## src/logic/csrPkg.sv

```systemverilog
package csrPkg;

  ////////////////////////////////////////////////////////////////////////////
  // Sizes
  ////////////////////////////////////////////////////////////////////////////

  localparam int xlen       = 32;
  localparam int pmpEntries = 4;
  // Physical address width, pmpaddr holds bits paBits-1:2
  localparam int paBits     = 34;

  typedef logic [11:0]     csrAdr;
  typedef logic [xlen-1:0] csrWord;

  ////////////////////////////////////////////////////////////////////////////
  // Machine CSR addresses
  ////////////////////////////////////////////////////////////////////////////

  // Identity registers, read only
  localparam csrAdr adrMvendorid     = 12'hF11;
  localparam csrAdr adrMarchid       = 12'hF12;
  localparam csrAdr adrMimpid        = 12'hF13;
  localparam csrAdr adrMhartid       = 12'hF14;
  // Trap setup
  localparam csrAdr adrMstatus       = 12'h300;
  localparam csrAdr adrMisa          = 12'h301;
  localparam csrAdr adrMedeleg       = 12'h302;
  localparam csrAdr adrMideleg       = 12'h303;
  localparam csrAdr adrMie           = 12'h304;
  localparam csrAdr adrMtvec         = 12'h305;
  localparam csrAdr adrMcounteren    = 12'h306;
  localparam csrAdr adrMcountinhibit = 12'h320;
  // Trap handling
  localparam csrAdr adrMscratch      = 12'h340;
  localparam csrAdr adrMepc          = 12'h341;
  localparam csrAdr adrMcause        = 12'h342;
  localparam csrAdr adrMtval         = 12'h343;
  localparam csrAdr adrMip           = 12'h344;
  // PMP, entries follow pmpaddr0 at consecutive addresses
  localparam csrAdr adrPmpcfg0       = 12'h3A0;
  localparam csrAdr adrPmpaddr0      = 12'h3B0;

  ////////////////////////////////////////////////////////////////////////////
  // Constants and masks
  ////////////////////////////////////////////////////////////////////////////

  // MXL=1 for RV32, I and S extension bits
  localparam csrWord      misaValue   = 32'h4004_0100;
  localparam csrWord      mimpidValue = 32'h0000_0100;
  localparam logic [15:0] medelegMask = 16'hB3FF;
  // Only supervisor interrupts can be delegated
  localparam logic [11:0] midelegMask = 12'h222;
  // Machine mode privilege loaded into MPP on trap
  localparam logic [1:0]  mretLoad    = 2'd3;

  // PMP address matching modes
  typedef enum logic [1:0] {off = 2'd0, tor = 2'd1, na4 = 2'd2, napot = 2'd3} pmpAddrMode;

  // One pmpcfg byte
  typedef struct packed {
    logic       lock;
    logic [1:0] rsvd;
    pmpAddrMode addrMode;
    logic       x;
    logic       w;
    logic       r;
  } pmpCfgByte;

  // pmpcfg0 as a data word or as per-entry bytes, entry 0 in the low byte
  typedef union packed {
    csrWord                       raw;
    pmpCfgByte [pmpEntries-1:0]   entry;
  } pmpCfgWord;

endpackage

```

## src/logic/csrAccessIf.sv

```systemverilog
`timescale 1ns/1ps

interface csrAccessIf;

  // Access request from the bus side
  logic           req;
  logic           write;
  csrPkg::csrAdr  adr;
  csrPkg::csrWord wrData;
  // Combinational reply from the register side
  csrPkg::csrWord rdData;
  logic           illegal;

  // Bus slave starts the access
  modport bus (output req, write, adr, wrData, input rdData, illegal);

  // CSR registers decode it and answer
  modport regs (input req, write, adr, wrData, output rdData, illegal);

  // Status block only needs the write data
  modport observe (input wrData);

endinterface

```

## src/logic/csrMachine.sv

```systemverilog
`timescale 1ns/1ps

module csrMachine (
  input  logic           clk,
  input  logic           rstN,
  input  logic           trap,
  input  csrPkg::csrWord nextEpc,
  input  logic [4:0]     nextCause,
  input  csrPkg::csrWord nextTval,
  input  csrPkg::csrWord mstatusVal,
  input  logic [11:0]    mieVal,
  input  logic [11:0]    mip,
  csrAccessIf.regs       acc,
  output logic           writeStatus,
  output logic           writeIe,
  output csrPkg::csrWord mtvec,
  output csrPkg::csrWord mepc
);

  csrPkg::csrWord    mscratch;
  csrPkg::csrWord    mcause;
  csrPkg::csrWord    mtval;
  csrPkg::csrWord    mcounteren;
  csrPkg::csrWord    mcountinhibit;
  logic [15:0]       medeleg;
  logic [11:0]       mideleg;
  csrPkg::pmpCfgWord pmpCfg;
  csrPkg::pmpCfgWord cfgWrite;
  logic [csrPkg::paBits-3:0] pmpAddr [csrPkg::pmpEntries];

  logic wrEn;
  logic wrMtvec;
  logic wrMscratch;
  logic wrMedeleg;
  logic wrMideleg;
  logic wrMepc;
  logic wrMcause;
  logic wrMtval;
  logic wrMcounteren;
  logic wrMcountinhibit;
  logic wrPmpcfg;
  logic [csrPkg::pmpEntries-1:0] wrPmpaddr;
  logic [csrPkg::pmpEntries-1:0] cfgLocked;
  logic [csrPkg::pmpEntries-1:0] addrLocked;
  logic                                  pmpHit;
  logic [$clog2(csrPkg::pmpEntries)-1:0] pmpIdx;

  ////////////////////////////////////////////////////////////////////////////
  // Write decode
  ////////////////////////////////////////////////////////////////////////////

  // Illegal accesses never write
  assign wrEn = acc.req & acc.write & ~acc.illegal;

  assign writeStatus     = wrEn & (acc.adr == csrPkg::adrMstatus);
  assign writeIe         = wrEn & (acc.adr == csrPkg::adrMie);
  assign wrMtvec         = wrEn & (acc.adr == csrPkg::adrMtvec);
  assign wrMscratch      = wrEn & (acc.adr == csrPkg::adrMscratch);
  assign wrMedeleg       = wrEn & (acc.adr == csrPkg::adrMedeleg);
  assign wrMideleg       = wrEn & (acc.adr == csrPkg::adrMideleg);
  assign wrMepc          = wrEn & (acc.adr == csrPkg::adrMepc);
  assign wrMcause        = wrEn & (acc.adr == csrPkg::adrMcause);
  assign wrMtval         = wrEn & (acc.adr == csrPkg::adrMtval);
  assign wrMcounteren    = wrEn & (acc.adr == csrPkg::adrMcounteren);
  assign wrMcountinhibit = wrEn & (acc.adr == csrPkg::adrMcountinhibit);
  assign wrPmpcfg        = wrEn & (acc.adr == csrPkg::adrPmpcfg0);

  // Low address bits of the aligned pmpaddr block pick the entry
  assign pmpHit = (acc.adr >= csrPkg::adrPmpaddr0) &&
                  (acc.adr < csrPkg::adrPmpaddr0 + csrPkg::pmpEntries);
  assign pmpIdx = acc.adr[$clog2(csrPkg::pmpEntries)-1:0];

  // Reserved bits of each written byte read as zero
  always_comb begin
    cfgWrite.raw = acc.wrData;
    for (int i = 0; i < csrPkg::pmpEntries; i++) begin
      cfgWrite.entry[i].rsvd = 2'b00;
    end
  end

  // Lock rules per entry
  for (genvar i = 0; i < csrPkg::pmpEntries; i++) begin : genLock
    assign cfgLocked[i] = pmpCfg.entry[i].lock;
    if (i == csrPkg::pmpEntries - 1) begin : genLast
      assign addrLocked[i] = cfgLocked[i];
    end else begin : genNext
      // Locked TOR entry above also pins this address
      assign addrLocked[i] = cfgLocked[i] |
        (pmpCfg.entry[i+1].lock & (pmpCfg.entry[i+1].addrMode == csrPkg::tor));
    end
    assign wrPmpaddr[i] = wrEn & pmpHit & (pmpIdx == i) & ~addrLocked[i];
  end

  ////////////////////////////////////////////////////////////////////////////
  // Registers
  ////////////////////////////////////////////////////////////////////////////

  always_ff @(posedge clk or negedge rstN) begin
    if (!rstN) begin
      mtvec         <= '0;
      mscratch      <= '0;
      medeleg       <= '0;
      mideleg       <= '0;
      mepc          <= '0;
      mcause        <= '0;
      mtval         <= '0;
      mcounteren    <= '0;
      mcountinhibit <= '0;
      pmpCfg        <= '0;
      for (int i = 0; i < csrPkg::pmpEntries; i++) begin
        pmpAddr[i] <= '0;
      end
    end else begin
      // Bit 1 of mtvec is reserved
      if (wrMtvec)         mtvec <= {acc.wrData[31:2], 1'b0, acc.wrData[0]};
      if (wrMscratch)      mscratch <= acc.wrData;
      if (wrMedeleg)       medeleg <= acc.wrData[15:0] & csrPkg::medelegMask;
      if (wrMideleg)       mideleg <= acc.wrData[11:0] & csrPkg::midelegMask;
      if (wrMcounteren)    mcounteren <= acc.wrData;
      if (wrMcountinhibit) mcountinhibit <= acc.wrData;
      // Trap wins over a bus write in the same cycle
      if (trap) begin
        mepc   <= nextEpc;
        mcause <= {nextCause[4], 27'b0, nextCause[3:0]};
        mtval  <= nextTval;
      end else begin
        if (wrMepc)   mepc <= acc.wrData;
        if (wrMcause) mcause <= acc.wrData;
        if (wrMtval)  mtval <= acc.wrData;
      end
      for (int i = 0; i < csrPkg::pmpEntries; i++) begin
        if (wrPmpcfg && !cfgLocked[i]) pmpCfg.entry[i] <= cfgWrite.entry[i];
        if (wrPmpaddr[i]) pmpAddr[i] <= acc.wrData[csrPkg::paBits-3:0];
      end
    end
  end

  ////////////////////////////////////////////////////////////////////////////
  // Read mux and illegal detection
  ////////////////////////////////////////////////////////////////////////////

  always_comb begin
    acc.rdData  = '0;
    acc.illegal = 1'b0;
    if (pmpHit) begin
      acc.rdData = csrPkg::csrWord'(pmpAddr[pmpIdx]);
    end else begin
      case (acc.adr)
        csrPkg::adrMisa:          acc.rdData = csrPkg::misaValue;
        // Identity registers reject writes
        csrPkg::adrMvendorid,
        csrPkg::adrMarchid,
        csrPkg::adrMhartid:       acc.illegal = acc.write;
        csrPkg::adrMimpid: begin
          acc.rdData  = csrPkg::mimpidValue;
          acc.illegal = acc.write;
        end
        csrPkg::adrMstatus:       acc.rdData = mstatusVal;
        csrPkg::adrMedeleg:       acc.rdData = csrPkg::csrWord'(medeleg);
        csrPkg::adrMideleg:       acc.rdData = csrPkg::csrWord'(mideleg);
        csrPkg::adrMie:           acc.rdData = csrPkg::csrWord'(mieVal);
        csrPkg::adrMip:           acc.rdData = csrPkg::csrWord'(mip);
        csrPkg::adrMtvec:         acc.rdData = mtvec;
        csrPkg::adrMcounteren:    acc.rdData = mcounteren;
        csrPkg::adrMcountinhibit: acc.rdData = mcountinhibit;
        csrPkg::adrMscratch:      acc.rdData = mscratch;
        csrPkg::adrMepc:          acc.rdData = mepc;
        csrPkg::adrMcause:        acc.rdData = mcause;
        csrPkg::adrMtval:         acc.rdData = mtval;
        csrPkg::adrPmpcfg0:       acc.rdData = pmpCfg.raw;
        default:                  acc.illegal = 1'b1;
      endcase
    end
  end

endmodule

```

## src/logic/csrStatus.sv

```systemverilog
`timescale 1ns/1ps

module csrStatus (
  input  logic           clk,
  input  logic           rstN,
  input  logic           trap,
  input  logic           mret,
  input  logic           writeStatus,
  input  logic           writeIe,
  csrAccessIf.observe    acc,
  output csrPkg::csrWord mstatusVal,
  output logic [11:0]    mieVal,
  output logic           globalIntEn
);

  logic       statMie;
  logic       statMpie;
  logic [1:0] statMpp;

  ////////////////////////////////////////////////////////////////////////////
  // mstatus fields
  ////////////////////////////////////////////////////////////////////////////

  // Trap first, then mret, then bus write
  always_ff @(posedge clk or negedge rstN) begin
    if (!rstN) begin
      statMie  <= 1'b0;
      statMpie <= 1'b0;
      statMpp  <= 2'b00;
    end else if (trap) begin
      statMpie <= statMie;
      statMie  <= 1'b0;
      statMpp  <= csrPkg::mretLoad;
    end else if (mret) begin
      statMie  <= statMpie;
      statMpie <= 1'b1;
    end else if (writeStatus) begin
      // Only MIE, MPIE and MPP exist
      statMie  <= acc.wrData[3];
      statMpie <= acc.wrData[7];
      statMpp  <= acc.wrData[12:11];
    end
  end

  // Interrupt enable register
  always_ff @(posedge clk or negedge rstN) begin
    if (!rstN) begin
      mieVal <= '0;
    end else if (writeIe) begin
      mieVal <= acc.wrData[11:0];
    end
  end

  // Unimplemented fields read zero
  assign mstatusVal  = {19'b0, statMpp, 3'b0, statMpie, 3'b0, statMie, 3'b0};
  assign globalIntEn = statMie;

endmodule

```

## src/logic/csrTop.sv

```systemverilog
`timescale 1ns/1ps

module csrTop (
  input  logic           clk,
  input  logic           rstN,
  // Wishbone classic slave
  input  logic           wbCyc,
  input  logic           wbStb,
  input  logic           wbWe,
  input  csrPkg::csrAdr  wbAdr,
  input  csrPkg::csrWord wbDatW,
  output csrPkg::csrWord wbDatR,
  output logic           wbAck,
  output logic           wbErr,
  // Trap interface from the pipeline
  input  logic           trap,
  input  csrPkg::csrWord nextEpc,
  input  logic [4:0]     nextCause,
  input  csrPkg::csrWord nextTval,
  input  logic           mret,
  input  logic [11:0]    mip,
  // State seen by the hart
  output csrPkg::csrWord mtvec,
  output csrPkg::csrWord mepc,
  output logic           globalIntEn
);

  csrPkg::csrWord mstatusVal;
  logic [11:0]    mieVal;
  logic           writeStatus;
  logic           writeIe;

  csrAccessIf acc ();

  csrWishbone uWishbone (.clk, .rstN, .wbCyc, .wbStb, .wbWe, .wbAdr, .wbDatW,
                         .wbDatR, .wbAck, .wbErr, .acc(acc));

  csrMachine uMachine (.clk, .rstN, .trap, .nextEpc, .nextCause, .nextTval,
                       .mstatusVal, .mieVal, .mip, .acc(acc),
                       .writeStatus, .writeIe, .mtvec, .mepc);

  // mstatus and mie live apart from the other registers
  csrStatus uStatus (.clk, .rstN, .trap, .mret, .writeStatus, .writeIe,
                     .acc(acc), .mstatusVal, .mieVal, .globalIntEn);

endmodule

```

## src/logic/csrWishbone.sv

```systemverilog
`timescale 1ns/1ps

module csrWishbone (
  input  logic           clk,
  input  logic           rstN,
  input  logic           wbCyc,
  input  logic           wbStb,
  input  logic           wbWe,
  input  csrPkg::csrAdr  wbAdr,
  input  csrPkg::csrWord wbDatW,
  output csrPkg::csrWord wbDatR,
  output logic           wbAck,
  output logic           wbErr,
  csrAccessIf.bus        acc
);

  logic start;

  // New access only when not terminating the previous one
  // Held strobe during ack or err is ignored
  assign start = wbCyc & wbStb & ~wbAck & ~wbErr;

  // Access lasts exactly the strobe cycle
  assign acc.req    = start;
  assign acc.write  = wbWe;
  assign acc.adr    = wbAdr;
  assign acc.wrData = wbDatW;

  ////////////////////////////////////////////////////////////////////////////
  // Termination
  ////////////////////////////////////////////////////////////////////////////

  // One-cycle ack or err, chosen by the illegal flag
  always_ff @(posedge clk or negedge rstN) begin
    if (!rstN) begin
      wbAck <= 1'b0;
      wbErr <= 1'b0;
    end else begin
      wbAck <= start & ~acc.illegal;
      wbErr <= start & acc.illegal;
    end
  end

  // Read data captured with the termination
  always_ff @(posedge clk) begin
    if (start) begin
      // Error cycles return zero
      wbDatR <= acc.illegal ? '0 : acc.rdData;
    end
  end

endmodule

```

## config.mk

```make
export PLATFORM = sky130hd
export DESIGN_NAME = csrTop
export DESIGN_NICKNAME = d
export VERILOG_FILES = /design/src/logic/csrPkg.sv /design/src/logic/csrAccessIf.sv /design/src/logic/csrMachine.sv /design/src/logic/csrStatus.sv /design/src/logic/csrTop.sv /design/src/logic/csrWishbone.sv
export SDC_FILE = /design/constraint.sdc
export NUM_CORES = 1
export LEC_CHECK = 0
export ABC_AREA = 1
export BUFFER_PORTS_ARGS = -buffer_cell sky130_fd_sc_hd__buf_2
export CAP_MARGIN = 10
export CORE_ASPECT_RATIO = 0.7
export CORE_UTILIZATION = 53
export DETAILED_ROUTE_END_ITERATION = 8
export HOLD_SLACK_MARGIN = 0.08
export PLACE_DENSITY = 0.87
export SLEW_MARGIN = 20
export SYNTH_ARGS = -nofsm -noshare
export SYNTH_HDL_FRONTEND = slang
export SYNTH_SLANG_ARGS = --single-unit
```

## constraint.sdc

```tcl
create_clock -name clk -period 2.8 [get_ports clk]
set_clock_uncertainty 0.05 [all_clocks]
set_input_delay 0.14 -clock clk [delete_from_list [all_inputs] [get_ports clk]]
set_output_delay 0.14 -clock clk [all_outputs]
set_load 0.01 [all_outputs]
```

# Word level (Yosys, flattened, before mapping)
# Index checks and enable logic that the tools add are counted.
# W data, S select, Z words.
[totals]
reg_bits = 441
latch_bits = 0
ramBits = 0
mem_bits_ro = 0
in_bits = 132
out_inout_bits = 99
memories = 0
[op_classes]
addsub = 0
n_mul = 0
div_mod_pow = 0
magnitude_cmp = 3
n_eq_ne = 25
shift = 0
n_mux = 22
n_bitwise = 42
n_reduce_logical = 18
[op_table]
columns = ["cell", "n"]
rows = [
  ["$pmux W32 S15", 1],
  ["$mux W32", 9],
  ["$eq A12 B10 Y1 const B", 14],
  ["$bmux W32 S2", 1],
  ["$eq A12 B12 Y1 const B", 4],
  ["$and A1 B1 Y1", 31],
  ["$reduce_or A14 Y1", 1],
  ["$ge A12 B10 Y1 const B", 1],
  ["$lt A12 B10 Y1 const B", 1],
  ["$eq A2 B1 Y1 const B", 4],
  ["$reduce_bool A2 Y1", 4],
  ["$mux W1", 7],
  ["$not A1 Y1", 7],
  ["$mux W2", 3],
  ["$logic_and A1 B1 Y1", 5],
  ["$eq A2 B2 Y1 const B", 2],
  ["$logic_not A1 Y1", 4],
  ["$reduce_or A4 Y1", 1],
  ["$ge A3 B3 Y1 const B", 1],
  ["$not A2 Y3", 1],
  ["$or A1 B1 Y1", 3],
  ["$reduce_bool A3 Y1", 1],
  ["$logic_not A2 Y1", 1],
  ["$ne A2 B2 Y1 const B", 1],
  ["other kinds (2)", 2],
]

# Depth between registers and ports, before layout
# Gate-level depths: netlist (run 1).
[depth]
depth_word = 10
mapped_depth = 17
depth_no_buf = 15

# Hierarchy
# Synthesis (run 1) repeated with hierarchy kept, for this count alone.
[unflattened]
cells_unflattened = 2496
hier_area_um2 = 20955.1
[by_module_without_submodules]
columns = ["mod", "n_inst", "cells_each", "area_per_inst_um2", "seq_area_each_um2"]
rows = [
  ["csrMachine", 1, 2231, 18392.6, 9784.4],
  ["csrWishbone", 1, 155, 1669.1, 1011.0],
  ["csrStatus", 1, 110, 893.4, 400.4],
]

# Worst setup path before layout (run 1)
# OpenSTA, ideal clock, no wires.
[synth_path]
path_kind = "register -> register"
from = "reg uWishbone.wbAck"
to = "reg uMachine.pmpAddr[9] (netlist bit)"
setup_time_ps = 137
arrival_ps = 2572
required_ps = 2613
setup_slack_ps = 42
path_stages_with_launch = 9
path_cell_list = "dfrtp_1 > nor2_1 > and3_1 > inv_1 > nor2_2 > nand3_1 > clkbuf_1 > nand2_1 > o21ai_0"
[synth_between]
elab_chain_cells = 8
[synth_lines]
columns = ["item", "line_no", "text"]
rows = [
  ["start, declared", "csrWishbone.sv:12", "output logic wbAck,"],
  ["start signal, assigned", "csrWishbone.sv:39", "wbAck <= start & ~acc.illegal;"],
  ["$not A1 Y1", "csrWishbone.sv:21", "assign start = wbCyc & wbStb & ~wbAck & ~wbErr;"],
  ["$and A1 B1 Y1 (2 in series)", "csrWishbone.sv:21", ""],
  ["via acc.req", "csrAccessIf.sv:6", "logic req;"],
  ["$and A1 B1 Y1 (2 in series)", "csrMachine.sv:53", "assign wrEn = acc.req & acc.write & ~acc.illegal;"],
  ["$and A1 B1 Y1 (3 in series)", "csrMachine.sv:91", "assign wrPmpaddr[i] = wrEn & pmpHit & (pmpIdx == i) & ~addrLocked[i];"],
  ["end signal, assigned by index", "csrMachine.sv:133", "if (wrPmpaddr[i]) pmpAddr[i] <= acc.wrData[csrPkg::paBits-3:0];"],
  ["end, declared", "csrMachine.sv:29", "logic [csrPkg::paBits-3:0] pmpAddr [csrPkg::pmpEntries];"],
]
# The timed path passes the listed nets, and every way through them passes these cells.
# A chain may end at the register's enable or synchronous reset.

# Worst setup path after layout (run 1)
[layout_path]
from = "reg uWishbone.wbAck"
to = "reg uMachine.mtval[30]"
[layout_between]
elab_chain_cells = 7
[layout_lines]
columns = ["item", "line_no", "text"]
rows = [
  ["$not A1 Y1", "csrWishbone.sv:21", ""],
  ["$and A1 B1 Y1 (2 in series)", "csrWishbone.sv:21", ""],
  ["via acc.req", "csrAccessIf.sv:6", ""],
  ["$and A1 B1 Y1 (2 in series)", "csrMachine.sv:53", ""],
  ["$and A1 B1 Y1", "csrMachine.sv:63", "assign wrMtval = wrEn & (acc.adr == csrPkg::adrMtval);"],
  ["$reduce_bool A2 Y1 (no source line)", "--", ""],
  ["end signal, assigned", "csrMachine.sv:125", "mtval <= nextTval;"],
  ["end signal, assigned", "csrMachine.sv:129", "if (wrMtval) mtval <= acc.wrData;"],
  ["end, declared", "csrMachine.sv:22", "csrPkg::csrWord mtval;"],
]
# The timed path passes the listed nets, and every way through them passes these cells.

==> results_dict.tcl, run 1 <==
set metrics [dict create \
    path_cells "nor2_1 > and3_2 > inv_1 > nor2_2 > buf_4 > nand3_1 > nand2_2 > inv_1 > nand2_1 > nand2_1" \
    synth_seq_cells 441 \
    port_buffers 229 \
    ios 231 \
    grt_max_degree 123 \
    clk_pin_slew_worst_paths_ns 0.07 \
    syn_to_final_growth_pct 20.3 \
    final_nets 2751 \
    outcome "finished, final reports clean" \
    syn_nets 2450 \
    initial_core_util_pct 54.0 \
    drv_cap 0 \
    cts.sinks 441 \
    p_leak_nw 11.8 \
    dp_hpwl_um 45200 \
    cts_tree "built" \
    core_region_area_um2 37300 \
    netlist_area_um2 20100 \
    grt_pass1_vias 18600 \
    crit_fanout 15 \
    clock_latency_ns 0.56 \
    fmax_mhz 434 \
    crit_family "simple AND/OR/NAND/NOR gates" \
    cts_buffer_depth 3 \
    critPathSlowestCell "dfrtp_1" \
    setup_viol 0 \
    die_width_um 235 \
    drive_above_1_share_pct 15.9 \
    vias 19200 \
    worst_ep_required_time_ns 3.19 \
    period_minus_slack_ns 2.31 \
    ir_drop_uv 457 \
    wl_per_cell_um 22.1 \
    multi_input_area_um2 7510 \
    cts_setup_buffers 0 \
    antenna_found_initial 1 \
    cp.buffers_inverters 3 \
    dieArea_um2 38800 \
    nFillCells 2811 \
    yosysUniqueCellTypes 44 \
    finalSetupTns_ns 0 \
    syn_area_per_cell_um2 8.69 \
    h-tree-depth 2 \
    period_share_pct 82.4 \
    drt-total-wl_um 69500 \
    hold_class "input port to flip-flop" \
    vias_per_cell 6.12 \
    power.total_w 0.0136 \
    first_iter_violations 3059 \
    grt_first_pass_wirelength_um 105000 \
    pwr_density_cell_nw_per_um2 561 \
    clockRootBuffer "clkbuf_16" \
    relSlewSlack_pct 50.1 \
    seq_area_frac_synth_pct 55.6 \
    drcViolationCount 0 \
    chipHeight_um 165 \
    hold_viol 0 \
    cts_inserted_buffers 42 \
    endpoint_kind "flip-flop" \
    yosysWarnings 0 \
    critical_path_arrival_ns 2.70 \
    cts_hold_buffers 110 \
    slew_viol_final 0 \
    place_congestion 1.01 \
    num_rows 59 \
    gr-usage-all-layers_pct 35.5 \
    dr.pass1.iters 6 \
    synthCells 2318 \
    startpoint_type "flip-flop" \
    overflow 0 \
    final-seq-area_um2 11200 \
    rsz0062_at_grt "false" \
    max_stage_delay_ns 0.38 \
    postRouteAntennaNets 0 \
    critPathKind "flip-flop to flip-flop" \
    worstMarginPinSlew_ns 0.748 \
    cts_resized 0 \
]
[Yosys cell counts (all sizes together)]
cell type	n	area [um^2]
nand2	776	3030
o21ai	420	2170
dfrtp	409	10200
inv	162	623
nand3	131	683
clkbuf	86	323
nor2	66	329
buf	61	494
a221oi	50	438
edfxtp	32	961
a22oi	27	203
a21oi	20	100
a22o	20	175
nand4	19	119
o22ai	8	50.1
nor3	5	30.0
o211ai	5	37.5
nor4	4	25.0
a311oi	3	26.3
clkinv	3	11.3
o221ai	3	26.3
a211oi	2	15.0
and3	2	12.5
a41oi	1	8.76
conb	1	3.75
o2111ai	1	8.76
o31ai	1	7.51
[registers in the layout (all words and copies together) (netlist names), 13 cells and up]
name / flops
uWishbone.wbDatR: 32
uMachine.mcounteren: 32
uMachine.mtvec: 31
uMachine.mtval: 32
uMachine.mscratch: 32
uMachine.medeleg: 13
uMachine.mcountinhibit: 32
uMachine.pmpCfg: 24
uMachine.mcause: 32
uMachine.mepc: 32
uMachine.pmpAddr: 128
[path summary, 6_finish.rpt]
| kind | end | cells after the start | from | slack (ns) |
|---|---|---|---|---|
| min in group asynchronous | uMachine.pmpAddr[84] | 2 | rstN | 0.14 |
| hold reg to reg | uMachine.mcause[23] | 2 | uMachine.mcause[23] | 0.43 |
| max in group asynchronous | uMachine.mtval[7] | 4 | rstN | 1.56 |
| setup reg to reg | uMachine.mtval[30] | 10 | uWishbone.wbAck | 0.49 |
| setup / recovery | uMachine.mtval[30] | 10 | uWishbone.wbAck | 0.49 |
| hold / removal | uWishbone.wbErr | 4 | wbStb | 0.08 |
[final cells by class]
type / instances / share of cell area (%)
Antenna cell: 1 / 0.0103
Clock buffer: 62 / 5.28
Clock inverter: 16 / 0.553
Inverter: 165 / 2.62
Multi-Input combinational cell: 1565 / 31.0
Sequential cell: 441 / 46.2
Tap cell: 488 / 2.52
Timing Repair Buffer: 404 / 11.8
[report_power, final]
part	total [W]	switching (W)	leakage (nW)	internal (W)
Combinational	0.00108	0.000728	5.23	0.000349
Clock	0.00588	0.00251	0.702	0.00336
Sequential	0.00664	0.0000784	5.87	0.00656
[cell usage in the layout (no fill, tap or decap), types with 11 or more instances in the layout]
master and instances:
nand4_1 19, o21ai_0 278, clkinv_2 11, o21ai_2 19
nor2_1 56, nand3_1 125, a22oi_1 27, nand2_1 761
clkbuf_16 45, buf_4 57, dfrtp_1 409, a221oi_1 50
dlygate4sd3_1 110, o21ai_1 123, inv_1 155, a21oi_1 20
buf_2 227, edfxtp_1 32, a22o_1 20
[per-layer routing]
layer	up-vias	global-route usage, %	share of wire [%]
met1	9169	45.6	37
met4	2	20.3	6.0
met5	-	0	0.019
li1	8307	-	-
met3	306	7.75	11
met2	1454	56.3	46
[tightest hold or removal path, cell delays in order]
cell	delay (ns)
buf_2	0.09
and3_2	0.21
inv_1	0.11
nor2_1	0.08
[cells by family (layout without fill, tap and decap cells)]
kind of cell    count (synthesis)  in the layout  share of synthesized area [%]
flops                         441            441                           55.6
other cells                     1              2                         0.0186
compound gates                561            561                           16.2
buf+inv                       312            647                           7.20
simple gates                 1003           1003                           21.0
[stage by stage]
| step | setup slack [ns] | instances | util, % | instance area, um^2 | hold WS (ns) |
|---|---|---|---|---|---|
| 5_1_grt | 0.354 | 3141 | 65.0 | 24200 | 0.0922 |
| 4_1_cts | 0.492 | 3141 | 65.0 | 24200 | 0.0840 |
| 2_1_floorplan | 0.0419 | 2318 | - | 20100 | -0.206 |
| 3_3_place_gp | 0.267 | 2953 | 58.2 | 21700 | 0.131 |
| 3_5_place_dp | 0.136 | 2953 | 58.2 | 21700 | 0.148 |
| 6_report | 0.494 | 3142 | 65.0 | 24200 | 0.0825 |
(Power assumes the default switching activity.)
==> inputs of run 2 (changes only) <==
--- a/config.mk
+++ b/config.mk
@@ -5,14 +5,14 @@
 export SDC_FILE = /design/constraint.sdc
 export NUM_CORES = 1
 export LEC_CHECK = 0
-export ABC_AREA = 1
+export ABC_AREA = 0
 export BUFFER_PORTS_ARGS = -buffer_cell sky130_fd_sc_hd__buf_2
 export CAP_MARGIN = 10
 export CORE_ASPECT_RATIO = 0.7
-export CORE_UTILIZATION = 53
+export CORE_UTILIZATION = 59
 export DETAILED_ROUTE_END_ITERATION = 8
 export HOLD_SLACK_MARGIN = 0.08
-export PLACE_DENSITY = 0.87
+export PLACE_DENSITY = 0.91
 export SLEW_MARGIN = 20
 export SYNTH_ARGS = -nofsm -noshare
 export SYNTH_HDL_FRONTEND = slang
==> constraint.sdc (replaced) <==
create_clock -name clk -period 2.35 [get_ports clk]
set_clock_uncertainty 0.05 [all_clocks]
set_input_delay 0.1175 -clock clk [delete_from_list [all_inputs] [get_ports clk]]
set_output_delay 0.1175 -clock clk [all_outputs]
set_load 0.01 [all_outputs]
==> results_dict.tcl, run 2 <==
set metrics [dict create \
    netlist_area_um2 20300 \
    cts_buffer_depth 3 \
    synthCells 1568 \
    synth_common_cells "409 x dfrtp_1, 223 x mux2_2, 160 x nand2_1, 91 x mux2i_1, 85 x clkbuf_1" \
    grt_first_pass_wirelength_um 106000 \
    endpoint_kind "flip-flop" \
    dr.pass1.iters 6 \
    setup_viol 0 \
    mostFrequentLayoutCells "409 x dfrtp_1, 226 x buf_2, 218 x mux2_2" \
    clock_latency_ns 0.56 \
    place_congestion 0.920 \
    vias 16600 \
    final_nets 2088 \
    synth-simple-area-share_pct 6.94 \
    multi_input_area_um2 8690 \
    cts_tree "built" \
    power.total_w 0.0162 \
    initial_core_util_pct 60.4 \
    pwr_density_cell_nw_per_um2 633 \
    cts_inserted_buffers 42 \
    finalSetupTns_ns 0 \
    drt-total-wl_um 71200 \
    antenna_found_initial 0 \
    chipHeight_um 157 \
    seqPwrFrac_pct 48.7 \
    period_minus_slack_ns 2.31 \
    largest_register_ffs 128 \
    hold_class "input port to flip-flop" \
    num_rows 56 \
    period_share_pct 98.4 \
    wl_per_cell_um 29.0 \
    syn_nets 1700 \
    hold_viol 0 \
    drv_cap 0 \
    startpoint_type "flip-flop" \
    synth_compound_area_share_pct 9.51 \
    outcome "finished, final reports clean" \
    synth_xor_area_share_pct 0.0430 \
    worstMarginPinSlew_ns 0.877 \
    async_reset_ff_share_pct 92.7 \
    yosysTopAreaCell "dfrtp_1" \
    synthTopCellsByArea "dfrtp_1 50%, mux2_2 12%, edfxtp_1 4.7%" \
    cts.sinks 441 \
    slew_viol_final 0 \
    fmax_mhz 433 \
    ir_drop_uv 525 \
    ios 231 \
    largest_register "uMachine.pmpAddr" \
    yosysWarnings 0 \
    postRouteAntennaNets 0 \
    clk_pin_slew_worst_paths_ns 0.07 \
    p_sw_w 0.00388 \
    clockRootBuffer "clkbuf_16" \
    dieArea_um2 35200 \
    first_iter_violations 2373 \
    drcViolationCount 0 \
    critPathKind "flip-flop to flip-flop" \
    die_width_um 224 \
    relSlewSlack_pct 41.3 \
    core_region_area_um2 33700 \
    synth_most_common_cell "dfrtp_1" \
    dp_hpwl_um 43100 \
    final-seq-area_um2 11200 \
    worst_ep_required_time_ns 2.75 \
    critical_path_arrival_ns 2.71 \
    port_buffers 229 \
    p_leak_nw 12.0 \
    overflow 0 \
    nFillCells 1914 \
    grt_pass1_vias 17400 \
    grt_max_degree 96 \
    synth_top_family_by_area "multiplexers" \
    drive_above_1_share_pct 37.3 \
    p_clk_share_pct 43.9 \
    dpl.cell_count 2248 \
    final_cells 2453 \
    synth_edf_count 32 \
    synthFlopType "dfrtp_1" \
    synth_top_area_share_pct 50.3 \
    p_int_w 0.0124 \
    syn_to_final_growth_pct 26.0 \
    vias_per_cell 6.77 \
    synth_seq_cells 441 \
    pwr-share-comb_pct 7.4 \
    h-tree-depth 2 \
    seq_area_frac_synth_pct 55.0 \
    synth.area.mux_share_pct 25.0 \
    antenna_cells 0 \
    syn_area_per_cell_um2 13.0 \
    sw_frac_of_total_pct 23.9 \
    synth-adder-area-share_pct 0 \
    gr-usage-all-layers_pct 40.7 \
    layout_commonest_cell "dfrtp_1" \
    crit_fanout 15 \
    yosysUniqueCellTypes 66 \
]
==> run 2: changes by cell type after synthesis, moves of 32 or more <==
cell | before | now
nand2_1 | 762 | 160
o21ai_0 | 278 | 19
mux2_2 | 0 | 223
inv_1 | 155 | 3
nand3_1 | 127 | 18
mux2i_1 | 0 | 91
mux2_1 | 0 | 84
o21ai_1 | 123 | 63
a221oi_1 | 50 | 13
mux4_2 | 0 | 32
==> run 2: final timing paths <==
check | from | cells past startpoint | to | slack [ns]
max | uWishbone.wbAck | 7 | uMachine.pmpAddr[35] | 0.04
min | mip[7] | 5 | uWishbone.wbDatR[7] | 0.09
max reg2reg | uWishbone.wbAck | 7 | uMachine.pmpAddr[35] | 0.04
min reg2reg | uMachine.pmpAddr[86] | 1 | uMachine.pmpAddr[86] | 0.44
max in group asynchronous | rstN | 3 | uMachine.mtvec[14] | 1.56
min in group asynchronous | rstN | 3 | uMachine.mcause[26] | 0.16
==> run 2: cells by family (layout without fill, tap and decap cells) <==
logic type / count (synthesis) / after routing
buffers and inverters: 140 / 561
other: 1 / 1
AOI/OAI and AO/OA: 278 / 278
and+or+nand+nor: 277 / 277
xor gates and xnor gates: 1 / 1
muxes: 430 / 430
DFF: 441 / 441
==> run 2: power by group through the flow <==
stage | combinational (W) | clock [W] | sequential (W)
after floorplan | 0.000395 | 0 | 0.00804
after global placement | 0.000960 | 0 | 0.00803
after detailed placement | 0.000987 | 0 | 0.00804
after CTS | 0.00116 | 0.00704 | 0.00790
after global routing | 0.00128 | 0.00738 | 0.00791
final | 0.00120 | 0.00712 | 0.00791
==> run 2: routing by layer <==
| metal | track usage (%) | vias up | wire length [um] |
|---|---|---|---|
| met5 | 0 | - | 0 |
| met4 | 23.0 | 0 | 3980 |
| met3 | 11.5 | 332 | 8860 |
| met2 | 63.0 | 1328 | 32600 |
| met1 | 52.1 | 8367 | 25800 |
| li1 | - | 6579 | - |
==> run 2: final cells by class <==
cell class              count  area share (%)
clock buffers              59            4.63
well taps                 464            2.26
clock inverters            18           0.849
multi-input cells         987            33.9
repair buffers            481            14.6
flip-flops and latches    441            43.7
inverters                   3          0.0439
==> run 2: critical path, stage by stage, from the launching register on <==
cell	delay (ns)
dfrtp_1	0.39
and4bb_4	0.38
and2_1	0.20
nand2_4	0.12
nor4_4	0.26
buf_4	0.19
buf_6	0.28
mux2_4	0.34
==> run 2: repair_timing <==
action                     4_1_cts  5_1_grt
setup endpoints to repair        5       52
hold buffers                   126        0
buffers inserted                 0        1
hold endpoints to repair       824        0
gates cloned                     0        1
gates resized for setup          1        3
pin swaps                        0        1
==> run 2: through the flow <==
stage | hold slack (ns) | worst slack (ns) | util, % | area, um^2
after floorplan | -0.228 | -0.170 | - | 20600
after global placement | 0.000418 | 0.000630 | 68.0 | 22900
after detailed placement | 0.00221 | -0.0280 | 68.0 | 22900
after CTS | 0.0942 | 0.0485 | 76.0 | 25600
after global routing | 0.141 | -0.000232 | 76.1 | 25600
final | 0.0937 | 0.0387 | 76.1 | 25600
==> inputs of run 3 (changes only) <==
--- a/config.mk
+++ b/config.mk
@@ -5,7 +5,7 @@
 export SDC_FILE = /design/constraint.sdc
 export NUM_CORES = 1
 export LEC_CHECK = 0
-export ABC_AREA = 0
+export ABC_AREA = 1
 export BUFFER_PORTS_ARGS = -buffer_cell sky130_fd_sc_hd__buf_2
 export CAP_MARGIN = 10
 export CORE_ASPECT_RATIO = 0.7
==> results_dict.tcl, run 3 (synthesis gave the netlist of run 1 again) <==
set metrics [dict create \
    clock_latency_ns 0.57 \
    dp_slack_ns -0.130 \
    r2r-start "uWishbone.wbAck" \
    fin_ws_ns 0.0332 \
    setup_viol 0 \
    layout_commonest_cell "nand2_1" \
    dr.pass1.iters 6 \
    wl_per_cell_um 23.0 \
    clk_pin_slew_worst_paths_ns 0.06 \
    dp_hpwl_um 45800 \
    rsz0062_at_grt "false" \
    syn_to_final_growth_pct 22.2 \
    drcViolationCount 0 \
    antenna_found_initial 3 \
    period_minus_slack_ns 2.32 \
    r2r-end "uMachine.mepc[14]" \
    slew_viol_final 0 \
    final_nets 2781 \
    p_leak_nw 12.0 \
    cts_buffer_depth 3 \
    drive_above_1_share_pct 16.4 \
    reg2reg_depth 8 \
    drt-total-wl_um 71800 \
    grt_pass1_vias 19000 \
    cts.sinks 441 \
    crit_fanout 36 \
    top_layer "met4" \
    postRouteAntennaNets 0 \
    endpoint_kind "flip-flop" \
    ir_drop_uv 504 \
    rrSetupSlack_ns 0.03 \
    worst_ep_required_time_ns 2.57 \
    mostFrequentLayoutCells "761 x nand2_1, 409 x dfrtp_1, 278 x o21ai_0" \
    port_buffers 229 \
    cts_setup_buffers 0 \
    pwr_density_cell_nw_per_um2 664 \
    die_width_um 223 \
    h-tree-depth 2 \
    grt_max_degree 123 \
    vias_per_cell 6.34 \
    critical_path_arrival_ns 2.54 \
    outcome "finished, final reports clean" \
    cts_hold_buffers 116 \
    gr-usage-all-layers_pct 41.4 \
    period_share_pct 98.6 \
    relSlewSlack_pct 33.9 \
    critPathKind "flip-flop to flip-flop" \
    clockRootBuffer "clkbuf_16" \
    cts_tree "built" \
    initial_core_util_pct 60.0 \
    placed_area_um2 22000 \
    vias 19800 \
    route.met3.wl_um 8210 \
    num_rows 56 \
    overflow 0 \
    wl_met1_um 25900 \
    cts_inserted_buffers 42 \
    place_congestion 0.953 \
    cts_resized 0 \
    wl_met2_um 33100 \
    drv_cap 0 \
    finalSetupTns_ns 0 \
    hold_viol 0 \
    worstMarginPinSlew_ns 0.981 \
    nFillCells 2265 \
    fin_area_um2 24600 \
    fin_util_pct 73.4 \
    core_region_area_um2 33600 \
    fmax_mhz 432 \
    grt_first_pass_wirelength_um 109000 \
    ios 231 \
    startpoint_type "flip-flop" \
    dieArea_um2 34900 \
    largest_register_ffs 128 \
    first_iter_violations 2919 \
    chipHeight_um 157 \
    hold_class "input port to asynchronous set/reset pin" \
    largest_register "uMachine.pmpAddr" \
]
-- run 3: cell types whose count changed in the layout (fill, tap and decap cells not counted), sizes merged, moves of 32 or more --
cell,before,now
nor2,33,66
nand2,161,776
mux2,307,0
buf,355,318
inv,5,163
nand3,18,131
a221oi,13,50
mux2i,91,0
mux4,32,0
o21ai,82,420
-- run 3: cell type report --
class / count / area, um^2 / area share (%)
Antenna cell: 6 / 15.0 / 0.0610
Clock buffer: 54 / 1170 / 4.75
Inverter: 165 / 634 / 2.58
Timing Repair Buffer: 434 / 3310 / 13.5
Tap cell: 435 / 544 / 2.21
Multi-Input combinational cell: 1565 / 7520 / 30.5
Sequential cell: 441 / 11200 / 45.5
Clock inverter: 21 / 233 / 0.945
-- run 3: where the power goes --
| part | switching, W | internal, W |
|---|---|---|
| combinational | 0.000890 | 0.000437 |
| clock | 0.00303 | 0.00406 |
| sequential | 0.000106 | 0.00782 |
| total | 0.00403 | 0.0123 |
-- run 3: through the flow --
| stage | total power [W] | hold WS [ns] | cells |
|---|---|---|---|
| after floorplan | 0.00850 | -0.228 | 2318 |
| after global placement | 0.00912 | 0.0969 | 2924 |
| after detailed placement | 0.00915 | 0.105 | 2924 |
| after CTS | 0.0162 | 0.115 | 3115 |
| after global routing | 0.0167 | 0.140 | 3117 |
| final | 0.0163 | 0.0770 | 3121 |
-- run 3: worst max-delay path, stage by stage, from the launching register on --
cell	delay [ns]
dfrtp_1	0.38
nor2_1	0.10
and3_4	0.19
inv_1	0.07
nor2_2	0.31
nand3_1	0.17
nand2_2	0.16
buf_12	0.21
o21ai_0	0.36
-- run 3: per-layer routing --
layer	global-route usage, %	vias up
met4	23.3	0
met2	66.6	1593
met5	0	-
met3	9.91	368
met1	51.8	9469
li1	-	8370
-- run 3: worst max path at each step --
stage	cells past startpoint	start	to	slack, ns
final	8	uWishbone.wbAck	uMachine.mepc[14]	0.03
after global routing	9	uWishbone.wbAck	uMachine.mepc[14]	0.03
after CTS	9	uWishbone.wbAck	uMachine.mscratch[20]	0.26
after detailed placement	11	wbAdr[8]	uWishbone.wbDatR[20]	-0.13
after global placement	11	wbAdr[9]	uWishbone.wbDatR[20]	-0.13
after floorplan	8	uWishbone.wbAck	uMachine.pmpAddr[9]	0.14
